**config.mk**
```make
export PLATFORM = sky130hd
export DESIGN_NAME = stack_core
export DESIGN_NICKNAME = d
export VERILOG_FILES = /design/src/logic/stack_pkg.sv /design/src/logic/stream_if.sv /design/src/logic/packet_router.sv /design/src/logic/stream_fifo.sv /design/src/logic/port_out_stage.sv /design/src/logic/stack_core.sv
export VERILOG_INCLUDE_DIRS = /design/src /design/src/logic
export SDC_FILE = /design/constraint.sdc
export NUM_CORES = 1
export LEC_CHECK = 0
export BUFFER_PORTS_ARGS = -buffer_cell sky130_fd_sc_hd__buf_2
export CAP_MARGIN = 20
export CORE_MARGIN = 2
export CORE_UTILIZATION = 60
export DETAILED_ROUTE_END_ITERATION = 8
export GPL_TIMING_DRIVEN = 0
export PLACE_DENSITY = 0.85
export SYNTH_ARGS = -nofsm -noshare
export SYNTH_HDL_FRONTEND = slang
export SYNTH_HIERARCHICAL = 1
export SYNTH_SLANG_ARGS = --single-unit
export TNS_END_PERCENT = 5
```
**constraint.sdc**
```tcl
create_clock -name clk -period 3.6 [get_ports clk]
set_input_delay 0.18 -clock clk [delete_from_list [all_inputs] [get_ports clk]]
set_output_delay 0.18 -clock clk [all_outputs]
set_load 0.005 [all_outputs]
```
**src/logic/stack_cfg.svh**
```systemverilog
`ifndef STACK_CFG_SVH
`define STACK_CFG_SVH

// link flit, tail mark on top of the payload
`define FLIT_W 11
`define PAYLOAD_W 10

// hop count sits in the header payload
`define HOP_W 4
`define HOP_LSB 6

// bd word is last mark plus two payloads
`define BD_WORD_W 21

// buffer depths per output path
`define FWD_FIFO_DEPTH 8
`define BD_FIFO_DEPTH 4

`endif

```
**src/logic/stack_pkg.sv**
```systemverilog
`include "stack_cfg.svh"

package stack_pkg;

	// raw flit from the board link, bit 10 is tail
	typedef logic [`FLIT_W-1:0] flit_t;

	// flit without the tail mark
	typedef logic [`PAYLOAD_W-1:0] payload_t;

	// hops left to travel up the stack
	typedef logic [`HOP_W-1:0] hop_t;

	typedef logic [2*`PAYLOAD_W-1:0] bd_data_t; // two flits, first one low
	typedef logic [`BD_WORD_W-1:0] bd_word_t;   // last mark above bd_data_t

	// router FSM
	typedef enum logic [1:0] {
		HEADER,  // waiting for a packet header
		FORWARD, // passing flits to the top link
		PACK_LO, // next payload fills the low half
		PACK_HI  // next payload completes the word
	} router_state_e;

endpackage

```
**src/logic/stream_if.sv**
```systemverilog
`timescale 1ns/10ps

interface stream_if #(
	parameter int WIDTH = 10
);
	logic             valid; // source has an item
	logic             ready; // sink takes it this edge
	logic [WIDTH-1:0] data;
	logic             last;  // final item of a packet

	// producer side
	modport source (
		output valid,
		output data,
		output last,
		input  ready
	);

	// consumer side
	modport sink (
		input  valid,
		input  data,
		input  last,
		output ready
	);

endinterface

```
**src/logic/packet_router.sv**
```systemverilog
`timescale 1ns/10ps
`include "stack_cfg.svh"

module packet_router (
	input  logic             clk,
	input  logic             reset,
	input  stack_pkg::flit_t link_flit,  // flit from the board below
	input  logic             link_valid,
	output logic             link_ready,
	stream_if.source         fwd,        // upward path with one payload per item
	stream_if.source         bd          // bd path with two payloads per item
	// bd words get their last mark from the tail flit
);
	import stack_pkg::*;

	router_state_e state;
	router_state_e state_next;

	payload_t flit_payload;
	logic     flit_tail;
	hop_t     flit_hop;   // only meaningful in HEADER
	payload_t hdr_rewrite; // header on its way up
	payload_t lo_q;        // held first half of a bd word
	bd_data_t bd_data;
	logic     fwd_emit;    // current flit goes out on fwd
	logic     bd_emit;     // current flit closes a bd word
	logic     accept;      // link handshake this cycle

	// split the flit
	assign flit_tail    = link_flit[`FLIT_W-1];
	assign flit_payload = link_flit[`PAYLOAD_W-1:0];
	assign flit_hop     = flit_payload[`HOP_LSB +: `HOP_W];

	// one hop used up by this board
	always_comb begin
		hdr_rewrite = flit_payload;
		hdr_rewrite[`HOP_LSB +: `HOP_W] = hop_t'(flit_hop - 1'b1);
	end

	// which stream the present flit needs
	always_comb begin
		fwd_emit = 1'b0;
		bd_emit  = 1'b0;
		case (state)
			HEADER:  fwd_emit = (flit_hop != '0); // zero hop header is swallowed
			FORWARD: fwd_emit = 1'b1;
			PACK_LO: bd_emit  = flit_tail;        // lone tail flushes a half word
			PACK_HI: bd_emit  = 1'b1;
			default: ;
		endcase
	end

	// stall only when the needed stream is blocked
	assign link_ready = !(fwd_emit && !fwd.ready) && !(bd_emit && !bd.ready);
	assign accept     = link_valid && link_ready;

	// forward stream straight from the link
	assign fwd.valid = link_valid && fwd_emit;
	assign fwd.data  = (state == HEADER) ? hdr_rewrite : flit_payload;
	assign fwd.last  = flit_tail;

	// bd word with high half zero when the tail lands low
	always_comb begin
		if (state == PACK_HI)
			bd_data = {flit_payload, lo_q};
		else
			bd_data = {{`PAYLOAD_W{1'b0}}, flit_payload};
	end

	assign bd.valid = link_valid && bd_emit;
	assign bd.data  = bd_data;
	assign bd.last  = flit_tail;

	// FSM next state moves only on an accepted flit
	always_comb begin
		state_next = state;
		if (accept) begin
			case (state)
				HEADER: begin
					if (flit_tail)
						state_next = HEADER; // header-only packet
					else if (flit_hop != '0)
						state_next = FORWARD;
					else
						state_next = PACK_LO;
				end
				FORWARD: state_next = flit_tail ? HEADER : FORWARD;
				PACK_LO: state_next = flit_tail ? HEADER : PACK_HI;
				PACK_HI: state_next = flit_tail ? HEADER : PACK_LO;
				default: state_next = HEADER;
			endcase
		end
	end

	always_ff @(posedge clk) begin
		if (reset)
			state <= HEADER;
		else
			state <= state_next;
	end

	// park the low half until its partner arrives
	always_ff @(posedge clk) begin
		if (accept && state == PACK_LO && !flit_tail)
			lo_q <= flit_payload;
	end

	// a blocked upward stream keeps its item until the fifo takes it
	a_fwd_hold: assert property (@(posedge clk) disable iff (reset)
		fwd.valid && !fwd.ready |=> fwd.valid && $stable(fwd.data) && $stable(fwd.last));

	// same for a blocked bd word
	a_bd_hold: assert property (@(posedge clk) disable iff (reset)
		bd.valid && !bd.ready |=> bd.valid && $stable(bd.data) && $stable(bd.last));

	// every packet ends back at the header parser
	a_tail_home: assert property (@(posedge clk) disable iff (reset)
		accept && flit_tail |=> state == HEADER);

endmodule

```
**src/logic/stream_fifo.sv**
```systemverilog
`timescale 1ns/10ps

module stream_fifo #(
	parameter int WIDTH = 10,
	parameter int DEPTH = 8
) (
	input  logic     clk,
	input  logic     reset,
	stream_if.sink   wr,  // producer side
	stream_if.source rd   // consumer side
);
	localparam int PTR_W = (DEPTH > 1) ? $clog2(DEPTH) : 1;
	localparam int CNT_W = $clog2(DEPTH + 1);

	logic [WIDTH:0]   mem [DEPTH]; // last kept above data
	logic [PTR_W-1:0] wr_ptr;
	logic [PTR_W-1:0] rd_ptr;
	logic [CNT_W-1:0] count;
	logic [CNT_W-1:0] count_next;
	logic             full_q;
	logic             empty_q;
	logic             wr_fire;
	logic             rd_fire;

	assign wr.ready = !full_q;
	assign rd.valid = !empty_q;
	assign wr_fire  = wr.valid && wr.ready;
	assign rd_fire  = rd.valid && rd.ready;

	// head entry straight out of the array
	assign {rd.last, rd.data} = mem[rd_ptr];

	always_ff @(posedge clk) begin
		if (wr_fire)
			mem[wr_ptr] <= {wr.last, wr.data};
	end

	// pointers wrap at DEPTH, not at a power of two
	always_ff @(posedge clk) begin
		if (reset) begin
			wr_ptr <= '0;
			rd_ptr <= '0;
		end else begin
			if (wr_fire)
				wr_ptr <= (wr_ptr == PTR_W'(DEPTH - 1)) ? '0 : wr_ptr + 1'b1;
			if (rd_fire)
				rd_ptr <= (rd_ptr == PTR_W'(DEPTH - 1)) ? '0 : rd_ptr + 1'b1;
		end
	end

	always_comb begin
		case ({wr_fire, rd_fire})
			2'b10:   count_next = count + 1'b1;
			2'b01:   count_next = count - 1'b1;
			default: count_next = count; // idle or pass-through
		endcase
	end

	// flags registered from the next count
	always_ff @(posedge clk) begin
		if (reset) begin
			count   <= '0;
			full_q  <= 1'b0;
			empty_q <= 1'b1;
		end else begin
			count   <= count_next;
			full_q  <= (count_next == CNT_W'(DEPTH));
			empty_q <= (count_next == '0);
		end
	end

	a_count_bound: assert property (@(posedge clk) disable iff (reset)
		count <= CNT_W'(DEPTH));

	// stalled head stays put until the consumer takes it
	a_rd_hold: assert property (@(posedge clk) disable iff (reset)
		rd.valid && !rd.ready |=> rd.valid && $stable(rd.data) && $stable(rd.last));

endmodule

```
**src/logic/port_out_stage.sv**
```systemverilog
`timescale 1ns/10ps

module port_out_stage #(
	parameter int WIDTH = 10
) (
	input  logic           clk,
	input  logic           reset,
	stream_if.sink         in,         // from the path fifo
	output logic [WIDTH:0] port_data,  // last mark on top
	output logic           port_valid,
	input  logic           port_ready
);
	logic in_fire;

	// slot free, or emptied at this edge
	assign in.ready = !port_valid || port_ready;
	assign in_fire  = in.valid && in.ready;

	// valid flag
	always_ff @(posedge clk) begin
		if (reset)
			port_valid <= 1'b0;
		else if (in_fire)
			port_valid <= 1'b1;
		else if (port_ready)
			port_valid <= 1'b0; // drained, nothing behind it
	end

	// payload, loaded only on a new item
	always_ff @(posedge clk) begin
		if (in_fire)
			port_data <= {in.last, in.data};
	end

	// port word frozen while the far side stalls
	a_port_hold: assert property (@(posedge clk) disable iff (reset)
		port_valid && !port_ready |=> port_valid && $stable(port_data));

endmodule

```
**src/logic/stack_core.sv**
```systemverilog
`timescale 1ns/10ps
`include "stack_cfg.svh"

module stack_core (
	input  logic                clk,
	input  logic                reset,
	// bottom link in
	input  stack_pkg::flit_t    bot_in,
	input  logic                bot_valid_in,
	output logic                bot_ready_out,
	// top link out
	output stack_pkg::flit_t    top_out,
	output logic                top_valid_out,
	input  logic                top_ready_in,
	// bd chip out
	output stack_pkg::bd_word_t bd_out_data,
	output logic                bd_out_valid,
	input  logic                bd_out_ready
);

	// upward path, payload only, tail rides on last
	stream_if #(.WIDTH(`PAYLOAD_W)) fwd_raw ();
	stream_if #(.WIDTH(`PAYLOAD_W)) fwd_buf ();

	// bd path, packed pair of payloads
	stream_if #(.WIDTH(`BD_WORD_W-1)) bd_raw ();
	stream_if #(.WIDTH(`BD_WORD_W-1)) bd_buf ();

	// parser and steering
	packet_router u_router (
		.clk        (clk),
		.reset      (reset),
		.link_flit  (bot_in),
		.link_valid (bot_valid_in),
		.link_ready (bot_ready_out),
		.fwd        (fwd_raw),
		.bd         (bd_raw)
	);

	stream_fifo #(.WIDTH(`PAYLOAD_W), .DEPTH(`FWD_FIFO_DEPTH)) u_fwd_fifo (
		.clk   (clk),
		.reset (reset),
		.wr    (fwd_raw),
		.rd    (fwd_buf)
	);

	stream_fifo #(.WIDTH(`BD_WORD_W-1), .DEPTH(`BD_FIFO_DEPTH)) u_bd_fifo (
		.clk   (clk),
		.reset (reset),
		.wr    (bd_raw),
		.rd    (bd_buf)
	);

	// tail mark back into bit 10 of the flit
	port_out_stage #(.WIDTH(`PAYLOAD_W)) u_top_stage (
		.clk        (clk),
		.reset      (reset),
		.in         (fwd_buf),
		.port_data  (top_out),
		.port_valid (top_valid_out),
		.port_ready (top_ready_in)
	);

	// last mark into bit 20 of the bd word
	port_out_stage #(.WIDTH(`BD_WORD_W-1)) u_bd_stage (
		.clk        (clk),
		.reset      (reset),
		.in         (bd_buf),
		.port_data  (bd_out_data),
		.port_valid (bd_out_valid),
		.port_ready (bd_out_ready)
	);

endmodule

```
# --- Word level (Yosys, flattened, before mapping) ---
# Memories as Yosys holds them, arrays and structs flattened. A register that Yosys moved wholly into a read port is not among the register bits.
# Index checks and enable logic that the tools add are counted.
totals:
  mem_count: 2
  ramBits: 172
  out_inout_bits: 35
  wordCells: 91
  input_bits: 16
  register_bits: 35
classes:
  n_reduce_logical: 29
  eq_ne: 13
  mux: 24
  n_addsub: 9
memory_table:
  columns: ["name", "words", "word_bits", "rd", "rd_clocked_by_memory_dff", "write_ports", "line", "source"]
  rows:
  - ["u_fwd_fifo.mem", 8, 11, 1, 1, 1, "stream_fifo.sv:15", "logic [WIDTH:0] mem [DEPTH];"]
  - ["u_bd_fifo.mem", 4, 21, 1, 1, 1, "stream_fifo.sv:15", null]
ops:
  columns: ["op", "n"]
  rows:
  - ["2-to-1 mux 20 bit", 1]
  - ["== test 2 bit, second input constant", 6]
  - ["logical AND 1 bit", 12]
  - ["2-to-1 mux 2 bit", 6]
  - ["2-to-1 mux 10 bit", 1]
  - ["adder 3 x 1 -> 3 bit, second input constant", 3]
  - ["== test 3 bit, second input constant", 3]
  - ["logical NOT 1 bit", 9]
  - ["2-to-1 mux 1 bit", 9]
  - ["one-hot mux 2 bit (4 select lines)", 1]
  - ["one-hot mux 4 bit (2 select lines)", 1]
  - ["subtractor 4 x 1 -> 4 bit, second input constant", 2]
  - ["== test 2 x 1 -> 1 bit, second input constant", 3]
  - ["2-to-1 mux 3 bit", 2]
  - ["one-hot mux 3 bit (2 select lines)", 1]
  - ["adder 2 x 1 -> 2 bit, second input constant", 2]
  - ["adder 4 x 1 -> 4 bit, second input constant", 1]
  - ["== test 4 bit, second input constant", 1]
  - ["logical NOT 4 bit", 1]
  - ["one-hot mux 1 bit (2 select lines)", 2]
  - ["nonzero test 2 bit", 2]
  - ["nonzero test 4 bit", 1]
  - ["logical NOT 3 bit", 1]
  - ["subtractor 3 x 1 -> 3 bit, second input constant", 1]
  - ["other kinds (2)", 3]

# --- Longest topological paths before layout ---
# Gate-level depths: netlist (run 1).
depth:
  depth_word: 8
  depth_mapped: 15
  depth_no_buf: 14

# --- Cells and area by module ---
# Netlist (run 1), hierarchy kept.
modules_own_cells:
  columns: ["mod", "seq_area_each_um2", "cells_per_inst", "area_each_um2", "n_inst"]
  rows:
  - ["stream_fifo (u_fwd_fifo)", 2942.8, 216, 4036.4, 1]
  - ["stream_fifo (u_bd_fifo)", 2742.6, 170, 3590.9, 1]
  - ["packet_router", 340.3, 76, 805.8, 1]
  - ["port_out_stage (u_bd_stage)", 650.6, 26, 685.7, 1]
  - ["port_out_stage (u_top_stage)", 350.3, 16, 385.4, 1]

# --- Worst setup path after synthesis (run 1) ---
# OpenSTA, ideal clock, no wires.
synth_path:
  kind: "input -> register"
  from: "in bot_in[6]"
  to: "mem u_fwd_fifo/mem[0][0] (netlist name) (enable)"
  setup_ps: 408
  setup_slack_ps: 887
  arrival_time_ps: 2305
  required_ps: 3192
  stages: 8
  path_buffers: 1
  cell_sequence: "inv_1 > ha_1 > nor4b_4 > nor3_1 > and2b_1 > inv_1 > clkbuf_1 > nor4_1"
synth_between:
  elab_chain_cells: 6
synth_rtl:
  columns: ["element", "line", "source"]
  rows:
  - ["from (decl)", "stack_core.sv:8", "input stack_pkg::flit_t bot_in,"]
  - ["nonzero test 4 bit", "packet_router.sv:45", "HEADER: fwd_emit = (flit_hop != '0);"]
  - ["one-hot mux 1 bit (2 select lines)", "packet_router.sv:44", "case (state)"]
  - ["logical AND 1 bit", "packet_router.sv:58", "assign fwd.valid = link_valid && fwd_emit;"]
  - ["net fwd_raw.valid", "stream_if.sv:6", "logic valid;"]
  - ["logical AND 1 bit", "stream_fifo.sv:27", "assign wr_fire = wr.valid && wr.ready;"]
  - ["2-to-1 mux 1 bit", "stream_fifo.sv:34", "if (wr_fire)"]
  - ["2-to-1 mux 1 bit (implied by the code)", "stream_fifo.sv:35", "mem[wr_ptr] <= {wr.last, wr.data};"]
  - ["to (decl)", "stream_fifo.sv:15", null]
# The timed path passes the listed nets, and every way through them passes these cells.

# --- Final worst setup path (run 1) ---
layout_path:
  from: "in bot_in[6]"
  to: "reg u_fwd_fifo.full_q"
layout_between:
  elab_chain_cells: 7
  word_cells_on_any_way: 8
  classes_between: "eq/ne: 3; mux: 2; reduce/logical: 3"
layout_rtl:
  columns: ["element", "line", "source"]
  rows:
  - ["nonzero test 4 bit *", "packet_router.sv:45", null]
  - ["one-hot mux 1 bit (2 select lines) *", "packet_router.sv:44", null]
  - ["logical AND 1 bit *", "packet_router.sv:58", null]
  - ["net fwd_raw.valid", "stream_if.sv:6", null]
  - ["logical AND 1 bit *", "stream_fifo.sv:27", null]
  - ["== test 2 x 1 -> 1 bit / == test 2 bit (equally long branches)", "stream_fifo.sv:52", "case ({wr_fire, rd_fire})"]
  - ["one-hot mux 4 bit (2 select lines) *", "stream_fifo.sv:52", null]
  - ["== test 4 bit *", "stream_fifo.sv:67", "full_q <= (count_next == CNT_W'(DEPTH));"]
  - ["to (signal assigned)", "stream_fifo.sv:67", null]
  - ["to (decl)", "stream_fifo.sv:20", "logic full_q;"]
# Mark *: on every way through the listed nets, which the timed path passes. The rest lies on a longest branch.
# A chain may end at the register's enable or synchronous reset.

==> results of run 1 <==
worst reg2reg max path, delay by kind of cell, from the launching register on:
family,cells,cell delay (ps)
AOI/OAI and AO/OA,1,150
xor gates and xnor gates,1,180
DFF,1,460
adders and majority gates,2,630
and+or+nand+nor,4,950
buffers and inverters,3,780
what timing repair did:
item / 4_1_cts / 5_1_grt
endpoints found under the setup margin: 0 / 2
hold buffers: 10 / 0
gates resized for setup: 0 / 2
hold endpoints to repair: 10 / 0
through the flow:
step / hold WS, ps / TNS, ps
floorplan: 242.4 / 0
global placement: 425.6 / -3235
detailed placement: 428.7 / 0
CTS: 29.60 / 0
global route: 33.68 / 0
finish: 36.62 / 0
layout make-up:
| class | count | area [um2] |
|---|---|---|
| plain buffers | 26 | 151.4 |
| clock buffers | 29 | 598.1 |
| clock inverters | 10 | 73.82 |
| fillers | 934 | 4661 |
| inverters | 16 | 60.06 |
| multi-input cells | 218 | 2298 |
| flip-flops and latches | 244 | 7027 |
| well taps | 216 | 270.3 |
| repair buffers | 71 | 515.5 |
flip-flops by register name, summed over array words and instances, names as in the netlist, named ones only:
register / flops
u_bd_fifo/rd_ptr: 2
u_bd_stage/port_data: 21
u_bd_fifo/empty_q: 1
u_fwd_fifo/rd_ptr: 3
u_fwd_fifo/full_q: 1
u_router/state: 2
u_bd_stage/port_valid: 1
u_bd_fifo/count: 3
u_fwd_fifo/count: 4
u_fwd_fifo/wr_ptr: 3
u_router/lo_q: 10
u_top_stage/port_valid: 1
u_bd_fifo/full_q: 1
u_bd_fifo/wr_ptr: 2
u_top_stage/port_data: 11
u_bd_fifo/mem: 84
u_fwd_fifo/empty_q: 1
u_fwd_fifo/mem: 88
cells in the final DEF (no fill, tap or decap), types with 3 or more instances in the layout:
| cell type | n |
|---|---|
| nor3_2 | 5 |
| inv_1 | 14 |
| dlygate4sd3_1 | 10 |
| mux2_2 | 21 |
| clkbuf_1 | 16 |
| edfxtp_1 | 214 |
| buf_4 | 13 |
| nor3b_1 | 4 |
| nand2b_1 | 5 |
| nor2b_1 | 3 |
| nor3_1 | 5 |
| buf_16 | 3 |
| nand2_1 | 15 |
| mux2i_1 | 7 |
| ha_1 | 14 |
| nor2_1 | 29 |
| buf_6 | 7 |
| buf_2 | 53 |
| xor2_1 | 3 |
| a21oi_1 | 13 |
| and3_1 | 8 |
| xnor2_1 | 6 |
| mux4_2 | 43 |
| a21oi_2 | 3 |
| clkinv_2 | 3 |
| and2_1 | 4 |
| clkinv_1 | 5 |
| clkbuf_16 | 23 |
| dfxtp_1 | 30 |
per-layer routing:
metal | track usage, % | vias up | wire length [um] | part of all wire [%]
li1 | - | 2162 | - | -
met1 | 30.12 | 2497 | 7200 | 39
met2 | 38.22 | 240 | 9458 | 52
met3 | 3.034 | 41 | 1258 | 6.9
met4 | 7.084 | 0 | 422 | 2.3
met5 | 0 | - | 0 | 0
power by group through the flow:
stage | Clock (W) | Combinational, W | Sequential [W]
2_1_floorplan | 0 | 0.000951 | 0.00360
3_3_place_gp | 0 | 0.00129 | 0.00359
3_5_place_dp | 0 | 0.00138 | 0.00360
4_1_cts | 0.00220 | 0.00141 | 0.00355
5_1_grt | 0.00231 | 0.00153 | 0.00358
6_report | 0.00218 | 0.00140 | 0.00355
how the worst min path moves through the flow:
stage                    from               endpoint  slack (ps)  cells after the start
floorplan               reset  u_bd_stage/port_valid         240                      1
global placement    bot_in[6]       u_router/lo_q[6]         430                      1
detailed placement  bot_in[6]       u_router/lo_q[6]         430                      1
CTS                 bot_in[9]       u_router/lo_q[9]          30                      1
global route        bot_in[9]       u_router/lo_q[9]          30                      1
finish              bot_in[9]       u_router/lo_q[9]          40                      1
cell families after synthesis:
group           count (synthesis)  synth area share [%]
compound gates                 28                 1.909
buf+inv                        42                 2.212
flops                         244                 73.93
simple gates                   95                 5.648
fa+ha+maj                      15                 2.054
xor+xnor                        9                0.8294
mux                            71                 13.42
==> summary.md, run 1 <==
| Metric | Value |
|---|---|
| Status | `finished, final reports clean` |
| Path category of the worst min-delay check | `input pin to flip-flop` |
| Global Route Usage Sum | `22.27%` |
| Clk pwr share | `30.6%` |
| CTS Root Buffer Type | `clkbuf_16` |
| Top post-synthesis cells by area | `edfxtp_1 68%, mux4_2 10%, dfxtp_1 6.3%` |
| Final setup fails | `0` |
| TritonCTS clock tree | `built` |
| Total grt overflow | `0` |
| Vias per cell | `5.952` |
| Initial antenna violation count | `0` |
| DR WL/cell | `22.10 um` |
| RSZ-0062 raised after global routing | `false` |
| Worst setup path endpoint | `u_fwd_fifo/full_q` |
| Crit Path Category | `input pin to flip-flop` |
| Post-Syn Area per Cell | `18.86 um2` |
| DR vias | `4940` |
| Final hold viol count | `0` |
| Clk_lat worst skew | `490 ps` |
| Ys async rst share | `0%` |
| R2R Setup Slk | `390 ps` |
| Tot Pwr | `0.007135 W` |
| Gp weighted congestion | `0.8014` |
| Die W | `129.9 um` |
| Share of post-route cells with drive strength above 1 | `30.94%` |
| Slowest cell delay on critical path | `530 ps` |
| Syn nets | `535` |
| Crit. Startpoint | `bot_in[6]` |
| P_int | `0.005336 W` |
| DIE AREA | `16860 um2` |
| Dpl cells | `775` |
| WP buf/inv | `5` |
| Max-Cap Viols | `0` |
| Post-Syn Instances | `504` |
| Synth top area share | `67.61%` |
| Synthesis-to-finish area growth | `15.68%` |
| Most numerous cell in the Yosys netlist | `edfxtp_1` |
| CP Depth | `17` |
| Number of enable flip-flop cells after synthesis | `214` |
| First-pass GRT wire length | `28.03 mm` |
| Unique cell type count in the Yosys netlist | `50` |
| Die Ht | `129.9 um` |
| Largest net degree at the start of global routing | `22` |
| Flop pwr share | `49.8%` |
| Top delay family on crit path | `buffers and inverters` |
| Setup Skew | `6.528 ps` |
| # diodes | `0` |
| Final setup margin | `356.2 ps` |
| Worst Reg-to-Reg Cells | `11` |
| DP Wirelength | `11.09 mm` |
| Flops & latches, synth | `244` |
| Setup crit end kind | `flip-flop` |
| Area of the mapped netlist | `9504 um2` |
| Reg2reg start | `u_router/state[1]` |
| VDD IR-drop max | `427.7 uV` |
| Final wirelength | `18.34 mm` |
| CTS clk-pin slew, worst paths | `60 ps` |
| Starting Density | `60.71%` |
| CP cell instances | `dlygate4sd3_1 > buf_2 > inv_1 > ha_1 > nor4b_4 > nor3_1 > and2b_1 > inv_1 > clkbuf_2 > nand2_1 > xnor2_1 > ha_1 > a21oi_1 > a21boi_0 > nor3_1 > xnor2_1 > nor4bb_1` |
| CP Data Required Time | `4000 ps` |
| Sw Ratio | `25.21%` |
| Slowest cell on the critical path | `dlygate4sd3_1` |
| Synth cell count leaders | `214 x edfxtp_1, 43 x mux4_2, 30 x dfxtp_1, 29 x nor2_1, 21 x mux2_2` |
| Min Clock Period, post-route | `3244 ps` |
| Num CTS Buffers | `23` |
| Antenna viol nets, final | `0` |
| Post-CTS setup repair buffer count | `0` |
| IO Pins | `51` |
| Finished Core Util | `70.23%` |
| Combinational share of power | `19.6%` |
| CP Launch Type | `input pin` |
| Clock net sink count | `244` |
| Clock Path Buffers | `3` |
| Iteration-0 DRC Markers | `560` |
| Ys Warns | `6` |
| Vias in the first global route | `5102` |
| Place WS | `301.6 ps` |
| Remaining DRCs | `0` |
| Finished Layout Cells | `830` |
| CP arrival | `3640 ps` |
| Buffers on Ports | `50` |
| Final slew viol count | `0` |
| Placed instance area | `10110 um2` |
| Top FF cell, synth | `edfxtp_1` |
| Final #Nets | `631` |
| # rows | `46` |
| H-tree depth | `1` |
| Final worst path period share | `90.11%` |
| Crit path max fanout | `10` |
| Sequential-to-total area share from yosys stat | `73.93%` |
| Area leader, netlist | `edfxtp_1` |
| Final Cell Area | `10990 um2` |
| Leak Pwr | `3.719 nW` |
| PD cells | `649.0 nW/um2` |
| Relative slew slack | `27.57%` |
| Reg-to-Reg End | `u_bd_fifo/full_q` |
| Switching power | `0.001799 W` |
| Core Box Area | `15660 um2` |
| Max Clock Freq | `0.3083 GHz` |
| Worst slew pin tran | `1086 ps` |
| Router iterations before antenna repair | `5` |
Power figures use the tool's default switching activity.
==> inputs of run 2 (changes only) <==
--- a/config.mk
+++ b/config.mk
@@ -6,6 +6,7 @@
 export SDC_FILE = /design/constraint.sdc
 export NUM_CORES = 1
 export LEC_CHECK = 0
+export ABC_AREA = 1
 export BUFFER_PORTS_ARGS = -buffer_cell sky130_fd_sc_hd__buf_2
 export CAP_MARGIN = 20
 export CORE_MARGIN = 2
==> run 2 against run 1 <==
Power grew 16%. Hold slack lost 24 ps. Largest power group unchanged. Maximum frequency grew 20%. Critical path depth shrank 6. Global-route usage grew 2.5 points. Highest routed layer unchanged. Count of clock-buffer cells in the layout grew 6. Clock power grew 9.6%. Die area grew 3.3%.
==> summary.md, run 2 <==
| Metric | Value |
|---|---|
| CTS-repair resized insts | `0` |
| Die Ht | `132.0 um` |
| Clock net sink count | `244` |
| DR WL/cell | `19.04 um` |
| Largest register FFs | `88` |
| Router iterations before antenna repair | `5` |
| Final #Nets | `918` |
| # rows | `46` |
| Flops & latches, synth | `244` |
| DP Wirelength | `13.46 mm` |
| RSZ-0062 raised after global routing | `false` |
| Post-Syn Instances | `789` |
| Share of post-route cells with drive strength above 1 | `18.45%` |
| Global Route Usage Sum | `24.78%` |
| Top post-synthesis cells by area | `edfxtp_1 65%, nor2_1 6.2%, dfxtp_1 6.1%` |
| Setup crit end kind | `flip-flop` |
| Initial antenna violation count | `0` |
| Largest net degree at the start of global routing | `18` |
| Leak Pwr | `4.273 nW` |
| Syn nets | `820` |
| Final worst path period share | `74.94%` |
| CTS Root Buffer Type | `clkbuf_16` |
| Biggest regs | `u_fwd_fifo/mem x88, u_bd_fifo/mem x84, u_bd_stage/port_data x21` |
| Crit Path Category | `input pin to flip-flop` |
| # hold bufs at CTS | `12` |
| Biggest register | `u_fwd_fifo/mem` |
| H-tree depth | `1` |
| Top FF cell, synth | `edfxtp_1` |
| CP Data Required Time | `3730 ps` |
| Post-Synth Adder-Cell Area | `1.986%` |
| Mux share of post-synthesis cell area | `0%` |
| Area of the mapped netlist | `9829 um2` |
| Worst slew pin tran | `1116 ps` |
| CP Launch Type | `input pin` |
| Final wirelength | `21.35 mm` |
| Clock Path Buffers | `3` |
| CP arrival | `2830 ps` |
| R2R Setup Slk | `1100 ps` |
| Synth Area in Compound Gates | `9.547%` |
| Clk_lat worst skew | `530 ps` |
| Num CTS Buffers | `24` |
| Vias per cell | `5.824` |
| Largest family of logic cells by synthesized area | `simple AND/OR/NAND/NOR gates` |
| Hold Path Stages | `2` |
| Post-CTS setup repair buffer count | `0` |
| First-pass GRT wire length | `33.90 mm` |
| Die W | `132.0 um` |
| Number of enable flip-flop cells after synthesis | `214` |
| Iteration-0 DRC Markers | `879` |
| DR vias | `6529` |
| Setup Skew | `16.41 ps` |
| # diodes | `0` |
| Max Clock Freq | `0.3707 GHz` |
| Min Hold Slack | `12.75 ps` |
| Path category of the worst min-delay check | `input pin to flip-flop` |
| VDD IR-drop max | `528.0 uV` |
| Synth cell count leaders | `214 x edfxtp_1, 162 x nor2_1, 82 x o21ai_0, 59 x inv_1, 47 x nand2_1` |
| Commonest non-fill, non-tap cell in the layout | `edfxtp_1` |
| Synth top area share | `65.38%` |
| Area leader, netlist | `edfxtp_1` |
| Final hold viol count | `0` |
| Min Clock Period, post-route | `2698 ps` |
| Most frequent cells in the layout | `214 x edfxtp_1, 158 x nor2_1, 82 x o21ai_0` |
| Unique cell type count in the Yosys netlist | `36` |
| Max-Cap Viols | `0` |
| Ys Warns | `6` |
| Worst Reg-to-Reg Cells | `8` |
| Antenna viol nets, final | `0` |
| Buffers on Ports | `50` |
| IO Pins | `51` |
| Most numerous cell in the Yosys netlist | `edfxtp_1` |
| Crit path max fanout | `11` |
| Gp weighted congestion | `0.8340` |
| DIE AREA | `17420 um2` |
| Total grt overflow | `0` |
| Final setup TNS | `0 ps` |
| Synth Area in XOR/XNOR | `0.4455%` |
| Area share of and/or/nand/nor cells after synthesis | `11.30%` |
| Core Box Area | `15940 um2` |
| Relative slew slack | `25.30%` |
| Placed instance area | `10500 um2` |
| Ys async rst share | `0%` |
| Final setup fails | `0` |
| Starting Density | `61.65%` |
| Remaining DRCs | `0` |
| CTS clk-pin slew, worst paths | `60 ps` |
| PD cells | `727.5 nW/um2` |
| Final slew viol count | `0` |
| Synthesis-to-finish area growth | `15.96%` |
| Final Cell Area | `11400 um2` |
| Sequential-to-total area share from yosys stat | `71.49%` |
| TritonCTS clock tree | `built` |
| Vias in the first global route | `6448` |
| Status | `finished, final reports clean` |
| Post-Syn Area per Cell | `12.46 um2` |
## run 2: cell count changes after synthesis, sizes merged, moves of 31 or more
cell and change:
inv +52, o22ai +31, nand2 +40, nor2 +140, o21ai +102, mux4 -43
## run 2: layout make-up
cell class	count	area [um2]
plain buffers	39	255.2
clock buffers	35	661.9
clock inverters	9	85.08
fillers	976	4544
inverters	67	259.0
multi-input cells	439	2302
flip-flops and latches	244	7027
well taps	216	270.3
repair buffers	72	538.0
## run 2: layer usage
layer	track usage (%)	part of all wire [%]	up-vias
li1	-	-	2973
met1	33.24	38	3101
met2	41.41	50	402
met3	4.306	9.8	53
met4	8.514	2.5	0
met5	0	0	-
## run 2: worst max-delay path: stages
cell           delay [ps]
dlygate4sd3_1         540
buf_2                 150
inv_1                 100
ha_1                  240
nand3_1               160
nand2_1                80
nor2_1                150
nand2_2               190
nor2_1                130
inv_1                 100
nor2_1                800
## run 2: stage by stage
step / cells / util (%) / setup WS [ps] / power [W]
2_1_floorplan: 789 / - / 1475 / 0.005189
3_3_place_gp: 1055 / 64.92 / 694.5 / 0.005745
3_5_place_dp: 1062 / 65.87 / 913.6 / 0.005875
4_1_cts: 1118 / 71.31 / 863.2 / 0.008268
5_1_grt: 1121 / 71.50 / 705.5 / 0.008703
6_report: 1121 / 71.50 / 902.2 / 0.008292
## run 2: kinds of logic (layout without fill, tap and decap cells)
logic type                 count (synthesis)  after routing
xor gates and xnor gates                   5              5
and+or+nand+nor                          251            251
DFF                                      244            244
adders and majority gates                 15             15
AOI/OAI and AO/OA                        168            168
buffers and inverters                    106            222
## run 2: path summary, 6_finish.rpt
check                          from                endpoint
min                           reset      u_bd_fifo/count[1]
min reg2reg  u_top_stage/port_valid  u_top_stage/port_valid
max reg2reg       u_router/state[0]    u_fwd_fifo/mem[3][8]
max                       bot_in[6]    u_fwd_fifo/mem[3][8]
## run 2: report_power, final
| group | switching, W | internal, W | leakage [nW] |
|---|---|---|---|
| registers | 0.000146 | 0.00356 | 2.20 |
| logic | 0.00143 | 0.000759 | 1.71 |
| clock network | 0.00104 | 0.00136 | 0.363 |
| total | 0.00262 | 0.00568 | 4.27 |
